$ cat config.mk
export PLATFORM = sky130hd
export DESIGN_NAME = assoc_array_top
export DESIGN_NICKNAME = d
export VERILOG_FILES = /design/src/hw/cell_pkg.sv /design/src/hw/cmd_decoder.sv /design/src/hw/assoc_cell.sv /design/src/hw/match_reducer.sv /design/src/hw/assoc_array_top.sv
export SDC_FILE = /design/constraint.sdc
export NUM_CORES = 2
export LEC_CHECK = 0
export BUFFER_PORTS_ARGS = -buffer_cell sky130_fd_sc_hd__buf_4
export CAP_MARGIN = 20
export CORE_ASPECT_RATIO = 1.2
export CORE_UTILIZATION = 44
export CTS_BUF_LIST = sky130_fd_sc_hd__clkbuf_4 sky130_fd_sc_hd__clkbuf_8
export CTS_CLUSTER_SIZE = 14
export DETAILED_ROUTE_END_ITERATION = 8
export GPL_TIMING_DRIVEN = 0
export PLACE_DENSITY = 0.61
export SYNTH_ARGS = -nofsm -noshare
export SYNTH_HDL_FRONTEND = slang
export SYNTH_HIERARCHICAL = 1
export SYNTH_SLANG_ARGS = --single-unit
export TNS_END_PERCENT = 1
$ cat constraint.sdc
create_clock -name clk -period 5.7 [get_ports clk]
set_input_delay 0.57 -clock clk [delete_from_list [all_inputs] [get_ports clk]]
set_output_delay 0.57 -clock clk [all_outputs]
set_load 0.05 [all_outputs]
$ cat src/hw/cell_pkg.sv
`default_nettype none

package cell_pkg;

    ////////////////////////////////////////////////////////////////////
    // Array geometry
    ////////////////////////////////////////////////////////////////////

    // Power of two, at most 8 so a cell number fits in first_hit
    parameter int N_CELLS = 8;

    ////////////////////////////////////////////////////////////////////
    // Command and answer types
    ////////////////////////////////////////////////////////////////////

    typedef enum logic [2:0] {
        op_update     = 3'd0,
        op_lookup     = 3'd1,
        op_encode     = 3'd2,
        op_shift_up   = 3'd3,
        op_shift_down = 3'd4,
        op_find_free  = 3'd5,
        op_rank       = 3'd6,
        op_range      = 3'd7
    } cell_op_e;

    typedef struct packed {
        cell_op_e   op;
        logic [7:0] target;
        logic [7:0] key;
        logic       key_valid;
        logic [7:0] value;
    } cell_cmd_t;

    // Per-cell answer, one cycle after the broadcast
    typedef struct packed {
        logic       hit;
        logic [7:0] result;
        logic [7:0] ctx;
    } cell_ans_t;

    // Reduced answer of the whole array
    typedef struct packed {
        logic       any_hit;
        logic [3:0] hit_count;
        logic [2:0] first_hit;
        logic [7:0] result;
        logic [7:0] ctx;
    } array_result_t;

endpackage

`default_nettype wire

$ cat src/hw/cmd_decoder.sv
`default_nettype none

module cmd_decoder (
    input  wire logic                clk,
    input  wire logic                rst_n,
    input  wire logic                cmd_valid,
    input  cell_pkg::cell_cmd_t      cmd,
    output logic                     bcast_valid,
    output cell_pkg::cell_cmd_t      bcast_cmd
);

    // A lookup without key never hits and never writes
    localparam cell_pkg::cell_cmd_t IDLE_CMD = '{
        op:        cell_pkg::op_lookup,
        target:    8'h00,
        key:       8'h00,
        key_valid: 1'b0,
        value:     8'h00
    };

    cell_pkg::cell_cmd_t cmd_nxt;

    ////////////////////////////////////////////////////////////////////
    // Idle cycles turn into a no-op broadcast
    ////////////////////////////////////////////////////////////////////

    always_comb begin
        cmd_nxt = cmd;
        if (!cmd_valid) begin
            cmd_nxt.op        = cell_pkg::op_lookup;
            cmd_nxt.key_valid = 1'b0;
        end
    end

    always_ff @(posedge clk) begin
        if (!rst_n) begin
            bcast_valid <= 1'b0;
            bcast_cmd   <= IDLE_CMD;
        end else begin
            bcast_valid <= cmd_valid;
            bcast_cmd   <= cmd_nxt;
        end
    end

endmodule

`default_nettype wire

$ cat src/hw/assoc_cell.sv
`default_nettype none

module assoc_cell #(
    parameter logic [7:0] HANDLE = 8'd0
) (
    input  wire logic             clk,
    input  wire logic             rst_n,
    input  cell_pkg::cell_cmd_t   cmd,
    output cell_pkg::cell_ans_t   ans
);

    // Descriptor and element state
    logic       arr_def;
    logic       elt_def;
    logic [7:0] array_code;
    logic [7:0] rank;
    logic [7:0] low;
    logic [7:0] high;
    logic [7:0] index;
    logic [7:0] value;

    logic       arr_def_nxt;
    logic       elt_def_nxt;
    logic [7:0] array_code_nxt;
    logic [7:0] rank_nxt;
    logic [7:0] low_nxt;
    logic [7:0] high_nxt;
    logic [7:0] index_nxt;
    logic [7:0] value_nxt;

    cell_pkg::cell_ans_t ans_nxt;

    logic is_target;
    logic key_match;
    logic key_hit;
    logic key_in_range;

    assign is_target    = (cmd.target == HANDLE);
    assign key_match    = (cmd.key == HANDLE);
    assign key_hit      = cmd.key_valid && key_match;
    assign key_in_range = cmd.key_valid && (cmd.key >= low) && (cmd.key <= high);

    ////////////////////////////////////////////////////////////////////
    // Operation decode
    ////////////////////////////////////////////////////////////////////

    always_comb begin
        arr_def_nxt    = arr_def;
        elt_def_nxt    = elt_def;
        array_code_nxt = array_code;
        rank_nxt       = rank;
        low_nxt        = low;
        high_nxt       = high;
        index_nxt      = index;
        value_nxt      = value;
        ans_nxt        = '0;

        case (cmd.op)
            cell_pkg::op_update: begin
                ans_nxt.hit    = key_hit;
                ans_nxt.result = HANDLE;
                ans_nxt.ctx    = HANDLE;
                if (key_hit) begin
                    arr_def_nxt    = 1'b1;
                    elt_def_nxt    = 1'b1;
                    array_code_nxt = HANDLE;
                    low_nxt        = HANDLE;
                    high_nxt       = HANDLE;
                    index_nxt      = cmd.target;
                    value_nxt      = cmd.value;
                    rank_nxt       = 8'd1;
                end
            end
            cell_pkg::op_lookup: begin
                ans_nxt.hit    = elt_def && (index == cmd.target) && key_in_range;
                ans_nxt.result = value;
                ans_nxt.ctx    = rank;
            end
            cell_pkg::op_encode: begin
                ans_nxt.hit    = arr_def && key_hit;
                ans_nxt.result = array_code;
                ans_nxt.ctx    = array_code;
            end
            cell_pkg::op_shift_up: begin
                if (is_target) begin
                    if (cmd.key_valid) begin
                        array_code_nxt = cmd.key + 8'd1;
                        low_nxt        = cmd.key + 8'd1;
                        high_nxt       = cmd.key + 8'd1;
                        rank_nxt       = cmd.value + 8'd1;
                    end
                end else if (cmd.key_valid) begin
                    if (arr_def && (array_code > cmd.key))
                        array_code_nxt = array_code + 8'd1;
                    if (elt_def && (low > cmd.key))
                        low_nxt = low + 8'd1;
                    if (elt_def && (high >= cmd.key))
                        high_nxt = high + 8'd1;
                end
            end
            cell_pkg::op_shift_down: begin
                if (is_target) begin
                    arr_def_nxt = 1'b0;
                    rank_nxt    = 8'd0;
                end
                if (elt_def) begin
                    // Key below the range moves it down, key inside shrinks it
                    if (cmd.key_valid && (cmd.key < low)) begin
                        low_nxt  = low - 8'd1;
                        high_nxt = high - 8'd1;
                    end else if (key_in_range) begin
                        high_nxt = high - 8'd1;
                    end
                    if (low_nxt > high_nxt) begin
                        elt_def_nxt = 1'b0;
                        arr_def_nxt = 1'b0;
                    end
                end
                if (arr_def && cmd.key_valid && (array_code > cmd.key))
                    array_code_nxt = array_code - 8'd1;
            end
            cell_pkg::op_find_free: begin
                ans_nxt.hit    = !elt_def;
                ans_nxt.result = HANDLE;
                ans_nxt.ctx    = HANDLE;
            end
            cell_pkg::op_rank: begin
                ans_nxt.hit    = arr_def && key_hit;
                ans_nxt.result = rank;
                ans_nxt.ctx    = rank;
            end
            cell_pkg::op_range: begin
                // key_valid selects the upper bound
                ans_nxt.hit    = elt_def && key_match;
                ans_nxt.result = cmd.key_valid ? high : low;
                ans_nxt.ctx    = cmd.key_valid ? high : low;
            end
            default: ans_nxt = '0;
        endcase
    end

    always_ff @(posedge clk) begin
        if (!rst_n) begin
            arr_def    <= 1'b0;
            elt_def    <= 1'b0;
            array_code <= 8'd0;
            rank       <= 8'd0;
            low        <= 8'd0;
            high       <= 8'd0;
            index      <= 8'd0;
            value      <= 8'd0;
            ans        <= '0;
        end else begin
            arr_def    <= arr_def_nxt;
            elt_def    <= elt_def_nxt;
            array_code <= array_code_nxt;
            rank       <= rank_nxt;
            low        <= low_nxt;
            high       <= high_nxt;
            index      <= index_nxt;
            value      <= value_nxt;
            ans        <= ans_nxt;
        end
    end

endmodule

`default_nettype wire

$ cat src/hw/match_reducer.sv
`default_nettype none

module match_reducer #(
    parameter int N_CELLS = 8
) (
    input  wire logic                clk,
    input  wire logic                rst_n,
    input  wire logic                ans_valid,
    input  cell_pkg::cell_ans_t      ans [N_CELLS],
    output logic                     res_valid,
    output cell_pkg::array_result_t  res
);

    cell_pkg::array_result_t res_nxt;

    ////////////////////////////////////////////////////////////////////
    // Hit count and lowest-numbered hit
    ////////////////////////////////////////////////////////////////////

    always_comb begin
        res_nxt = '0;
        for (int i = 0; i < N_CELLS; i++) begin
            if (ans[i].hit) begin
                // First hit wins, later ones only count
                if (!res_nxt.any_hit) begin
                    res_nxt.first_hit = 3'(i);
                    res_nxt.result    = ans[i].result;
                    res_nxt.ctx       = ans[i].ctx;
                end
                res_nxt.any_hit   = 1'b1;
                res_nxt.hit_count = res_nxt.hit_count + 4'd1;
            end
        end
    end

    always_ff @(posedge clk) begin
        if (!rst_n) begin
            res_valid <= 1'b0;
        end else begin
            res_valid <= ans_valid;
        end
    end

    // Result word only loads with a valid answer set
    always_ff @(posedge clk) begin
        if (ans_valid) begin
            res <= res_nxt;
        end
    end

endmodule

`default_nettype wire

$ cat src/hw/assoc_array_top.sv
`default_nettype none

module assoc_array_top #(
    parameter int N_CELLS = cell_pkg::N_CELLS
) (
    input  wire logic                clk,
    input  wire logic                rst_n,
    input  wire logic                cmd_valid,
    input  cell_pkg::cell_cmd_t      cmd,
    output logic                     res_valid,
    output cell_pkg::array_result_t  res
);

    logic                bcast_valid;
    cell_pkg::cell_cmd_t bcast_cmd;
    logic                ans_valid;
    cell_pkg::cell_ans_t ans [N_CELLS];

    cmd_decoder u_decoder (
        .clk         (clk),
        .rst_n       (rst_n),
        .cmd_valid   (cmd_valid),
        .cmd         (cmd),
        .bcast_valid (bcast_valid),
        .bcast_cmd   (bcast_cmd)
    );

    ////////////////////////////////////////////////////////////////////
    // Cell array, one handle per cell
    ////////////////////////////////////////////////////////////////////

    for (genvar g = 0; g < N_CELLS; g++) begin : g_cell
        assoc_cell #(
            .HANDLE (8'(g))
        ) u_cell (
            .clk   (clk),
            .rst_n (rst_n),
            .cmd   (bcast_cmd),
            .ans   (ans[g])
        );
    end

    // Valid travels beside the cell answer registers
    always_ff @(posedge clk) begin
        if (!rst_n) begin
            ans_valid <= 1'b0;
        end else begin
            ans_valid <= bcast_valid;
        end
    end

    match_reducer #(
        .N_CELLS (N_CELLS)
    ) u_reducer (
        .clk       (clk),
        .rst_n     (rst_n),
        .ans_valid (ans_valid),
        .ans       (ans),
        .res_valid (res_valid),
        .res       (res)
    );

endmodule

`default_nettype wire

* After elaboration in Yosys (flattened, before gate mapping)
Index checks and enable logic that the tools add are counted.
** Cells by class
- Add/subtract/negate cells :: 57
- Multiply operators :: 0
- Div/mod/pow operators :: 0
- Magnitude comparators :: 56
- Equality and inequality tests :: 94
- Shift operators :: 0
- Muxes and demuxes :: 312
- Bitwise operators :: 0
- Reductions and logical operators :: 166
** Operator list (count)
- 8-bit two-way mux :: 193
- 17-bit case mux with 6 select lines :: 8
- 8-bit case mux with 3 select lines :: 32
- 8-bit by 1-bit adder with 8-bit output (second input constant) :: 26
- 8-bit > comparator :: 24
- 8-bit by 1-bit subtractor with 8-bit output (second input constant) :: 24
- 24-bit two-way mux :: 7
- 5-bit AND reduction :: 32
- 19-bit two-way mux :: 7
- 8-bit >= comparator :: 16
- 1-bit logical AND :: 104
- 2-bit by 1-bit inequality test with 1-bit output (second input constant) :: 40
- 3-bit by 1-bit inequality test with 1-bit output (second input constant) :: 24
- 8-bit by 3-bit equality test with 1-bit output (second input constant) :: 8
- 8-bit equality test :: 8
- 8-bit <= comparator :: 8
- 8-bit less-than comparator :: 8
- 1-bit two-way mux :: 48
- 2-bit AND reduction :: 17
- 8-bit by 2-bit equality test with 1-bit output (second input constant) :: 4
- 1-bit case mux with 2 select lines :: 16
- 4-bit by 1-bit adder with 4-bit output (second input constant) :: 7
- 23-bit two-way mux :: 1
- 8-bit by 1-bit equality test with 1-bit output (second input constant) :: 2
- other kinds (9) :: 21
** Storage, ports and cells
- Bits in registers :: 591
- Bits in latches :: 0
- RAM bits :: 0
- ROM bits :: 0
- Input bits :: 31
- Output and inout bits :: 25
- Word-level logic and storage cells :: 786
- Memories kept :: 0

* Logic depth before layout (Yosys ltp)
- Depth after elaboration :: 15
- Depth in mapped cells :: 20
- Depth with buffers taken out :: 17

* By module
Netlist, hierarchy kept.
** Modules (own cells, without submodules)
- assoc_cell at g_cell[3].u_cell :: times used 1, cells each 683, area each 5312.6 um^2
- assoc_cell at g_cell[5].u_cell :: times used 1, cells each 695, area each 5265.0 um^2
- assoc_cell at g_cell[0].u_cell :: times used 1, cells each 697, area each 5235.0 um^2
- assoc_cell at g_cell[7].u_cell :: times used 1, cells each 683, area each 5170.0 um^2
- assoc_cell at g_cell[1].u_cell :: times used 1, cells each 688, area each 5154.9 um^2
- assoc_cell at g_cell[2].u_cell :: times used 1, cells each 685, area each 5149.9 um^2
- assoc_cell at g_cell[4].u_cell :: times used 1, cells each 654, area each 5102.4 um^2
- assoc_cell at g_cell[6].u_cell :: times used 1, cells each 664, area each 5082.4 um^2
- match_reducer :: times used 1, cells each 332, area each 2647.5 um^2
- cmd_decoder :: times used 1, cells each 61, area each 820.8 um^2
- assoc_array_top :: times used 1, cells each 2, area each 26.3 um^2

* Least setup slack after synthesis
OpenSTA, ideal clock, no wires.
- Path type :: reg-to-reg
- Start :: reg u_decoder/bcast_cmd[9] (netlist name)
- End :: reg g_cell[1].u_cell.elt_def
- Library setup time :: 59 ps
- Arrival time :: 4363 ps
- Data required time :: 5641 ps
- Slack :: 1278 ps
- Cell stages (with the launch flop) :: 15
- Clock period less this slack :: 4422 ps
- Cell sequence :: dfxtp_1 > ha_1 > nand2b_1 > a2111oi_0 > o31ai_1 > a21oi_1 > mux2_2 > ha_1 > nor2b_1 > o21a_1 > o21ai_0 > a21oi_1 > o211ai_1 > a21o_1 > o221a_2
** On the way
- Cells in the longest elaborated chain, start to end :: 11
** Ends and longest elaborated chain
- 8-bit >= comparator :: RTL line assoc_cell.sv:41 : assign key_in_range = cmd.key_valid && (cmd.key >= low) && (cmd.key <= high);
- 1-bit logical AND (2 in a row) :: RTL line assoc_cell.sv:41
- 8-bit two-way mux :: RTL line assoc_cell.sv:111 : end else if (key_in_range) begin
- 8-bit two-way mux :: RTL line assoc_cell.sv:108 : if (cmd.key_valid && (cmd.key < low)) begin
- 8-bit two-way mux :: RTL line assoc_cell.sv:106 : if (elt_def) begin
- 8-bit two-way mux :: RTL line assoc_cell.sv:58 : case (cmd.op)
- 8-bit > comparator :: RTL line assoc_cell.sv:114 : if (low_nxt > high_nxt) begin
- 1-bit two-way mux :: RTL line assoc_cell.sv:114
- 1-bit two-way mux :: RTL line assoc_cell.sv:106
- 1-bit case mux with 2 select lines :: RTL line assoc_cell.sv:58
- end signal: assignment :: RTL line assoc_cell.sv:155 : elt_def <= elt_def_nxt;
- end: declaration :: RTL line assoc_cell.sv:14 : logic elt_def;
Parallel ways exist; a longest one is shown, timed or not. The select of a mux whose other input is x is not followed.
A chain may end at the register's enable or synchronous reset.

==> run metrics <==
Core Rows=128; count leader, synth=nand2_1; global-route wire length before repair=258000 microns; Gate Count Post-Synth=5844; Synth warnings=6; fillers=10100; syn_nets=6210; overall global routing resource usage=31.6%; area of the multi-input gates=30400 sq um; Hold Path Class=primary input to flop; number of synthesized flops with an enable pin=24; Critical Path Start=g_cell[0].u_cell/ans[16]; Synth area leaders=dfxtp_1 25%, ha_1 9.3%, nand2_1 6.8%; Final Max Slew Viols=0; total power=10.2 mW; VDD IR max=0.202 mV; H-tree depth=3; die area=103000 sq um; register bit total from synthesis=591; Tcrit/Tclk final=88.9%; reg2reg end=u_reducer/res[22]; layout cells sized above 1=9.08%; initial antenna violation count=1; RR Startpoint=g_cell[0].u_cell/ans[16]; clk_lat worst skew=0.79 ns; post-DR wirelength/cell=22.6 microns; GRT Residual Overflow=0; Core ar.=101000 sq um; R2R Setup Slk=0.63 ns; area delta synth->final=11.8%; Num CTS Buffers=103; DIE HEIGHT=352 microns; Distinct cells, synth=148; total of max-cap violations=0; syn_area_per_cell=7.69 sq um; relative slew slack=24.3%; Worst Setup Start Kind=flop; CP Max Fanout=10; CP endpoint kind=flop; Reg area=12100 sq um; Final nets=6414; Max Root-Sink Buffers=3; cell at the slowest stage of the critical path=or4_1; Crit path top cell by count=ha_1; Final Hold Vio Count=0; I/O pin count=56; Placer Congestion=0.985; final-report setup violation count=0; CP Cell Sequence=clkbuf_1, clkbuf_1, inv_1, ha_1, buf_4, xnor2_4, inv_1, ha_1, and2_1, or4_1, o211a_1, nand3b_1, a21boi_2, ha_1, xor2_1, xnor2_1, a22oi_1, o22ai_2, xnor2_1; width of the chip=294 microns; final antenna-violating net count=0; clock skew=0.0541 ns; cts repair resizes=0; WP data arrival=5.55 ns; Most used DFF post-synth=dfxtp_1; DR vias/cell=6.20; CP required=6.18 ns; dpl hpwl=123000 microns; sequential-to-total area share from yosys stat=26.8%; Post-synth top cells=813 x nand2_1, 607 x a21oi_1, 567 x dfxtp_1; Post-synth ARST share=0%; clock sinks=591; RSZ-0062 raised after global routing=false; Hold Path Origin=cmd[1]; area leader, netlist=dfxtp_1; min Tclk post-route=5.07 ns; DR vias=46500; Initial Util=44.4%; DRT iter0 DRCs=4896; Initial DRT Pass Iterations=8; WHS=0.0699 ns; pwr dens=204 nW/um^2; P_leak=17.7 nW; fmax=0.197 GHz; clk root buf=clkbuf_8; status=finished clean; Max stage delay on crit path=0.50 ns; Worst-Margin Slew=1.13 ns; vias in the first global route=44000; CTS tree=yes; drt total wl=170000 microns; Worst Setup EP=u_reducer/res[22]; cells on worst reg2reg path=19; CP Class=flop to flop; synthesized cell area=45000 sq um; share of the synthesized area in the top cell type=25.2%; Clock Pin Slew Worst Setup and Hold Paths=0.07 ns; largest net degree at the start of global routing=40; # DRC=0; PortBufs=55; setup_tns=0 ns
[registers in the layout (all words and copies together) (netlist names)]
| name | cells |
|---|---|
| u_reducer/res | 24 |
| u_decoder/bcast_cmd | 28 |
| g_cell.u_cell/index | 64 |
| u_decoder/bcast_valid | 1 |
| g_cell.u_cell/arr_def | 8 |
| g_cell.u_cell/value | 64 |
| ans_valid | 1 |
| u_reducer/res_valid | 1 |
| g_cell.u_cell/low | 64 |
| g_cell.u_cell/elt_def | 8 |
| g_cell.u_cell/high | 64 |
| g_cell.u_cell/rank | 64 |
| g_cell.u_cell/ans | 136 |
| g_cell.u_cell/array_code | 64 |
[per-layer routing]
metal  wire, microns  global-route usage [%]  vias up
met5               0                       0        -
li1                -                       -    21600
met4            9650                    17.1        0
met1           69200                    39.9    21900
met3           13300                    4.44      587
met2           77500                    51.5     2364
[power breakdown]
| group | leakage [nW] | switching (mW) | internal [mW] |
|---|---|---|---|
| Sequential | 4.82 | 0.125 | 4.20 |
| Clock | 1.22 | 2.00 | 2.46 |
| Combinational | 11.7 | 0.953 | 0.491 |
| Total | 17.7 | 3.08 | 7.15 |
[what timing repair did]
action | in CTS | in global routing
setup endpoints to repair | 0 | 0
hold buffers | 22 | 0
endpoints found under the hold margin | 21 | 0
setup buffers | 0 | 0
[stage by stage]
| stage | util [%] | instances | worst slack [ns] | instance area, sq um |
|---|---|---|---|---|
| final | 49.6 | 7499 | 0.630 | 50300 |
| after global routing | 49.6 | 7498 | 0.347 | 50200 |
| after CTS | 49.6 | 7497 | 0.561 | 50200 |
| after detailed placement | 47.1 | 7286 | 0.609 | 47700 |
| after global placement | 46.4 | 7264 | -1.34 | 47100 |
| after floorplan | - | 5844 | 1.28 | 45000 |
[cells by family after synthesis]
| group | Yosys count | share of synthesized area [%] |
|---|---|---|
| AO/OA/AOI/OAI | 1708 | 24.6 |
| XOR/XNOR | 414 | 8.21 |
| adder cells (fa/ha/maj) | 335 | 9.32 |
| buffers and inverters | 594 | 5.57 |
| flip-flops | 591 | 26.8 |
| multiplexers | 128 | 2.89 |
| AND/OR/NAND/NOR | 2074 | 22.6 |
[worst min-delay path by stage]
stage                                  end  slack [ns]  cells after the start
global placement                 ans_valid        0.43                      1
floorplan                        ans_valid        0.41                      1
detailed placement               ans_valid        0.42                      1
finish              u_decoder/bcast_cmd[1]        0.07                      2
CTS                 u_decoder/bcast_cmd[1]       0.005                      2
global route        u_decoder/bcast_cmd[6]        0.04                      2
[cells in the final DEF (no fill, tap or decap), types with 72 or more instances in the layout]
master / netlist / routed
nand2_1: 813 / 813
nor3_1: 123 / 123
dfxtp_1: 567 / 541
a21oi_1: 607 / 607
mux2i_1: 120 / 120
nand4_1: 120 / 120
xor2_1: 140 / 140
o211ai_1: 72 / 72
ha_1: 335 / 335
nand3_1: 222 / 222
xnor2_1: 268 / 268
inv_1: 189 / 189
clkbuf_1: 274 / 274
clkbuf_8: 1 / 130
nor2_1: 370 / 370
o21ai_0: 326 / 326
[worst max-delay path, delay by kind of cell, from the launching register on]
family | cells | cell delay (ns)
xor gates and xnor gates | 4 | 0.99
DFF | 1 | 0.45
buffers and inverters | 5 | 1.11
AOI/OAI and AO/OA | 4 | 0.65
and+or+nand+nor | 3 | 0.77
adders and majority gates | 3 | 0.83
[layout make-up]
class                      count  area share, %
sequential                   591           24.1
buffer                       390           3.46
clock inverter                34          0.695
tap                         1365           3.40
timing repair buffer          99           2.39
antenna                        2        0.00996
multi-input combinational   4659           60.5
clock buffer                 155           3.92
inverter                     204           1.52
No activity file was read; power rests on OpenSTA's default activity.
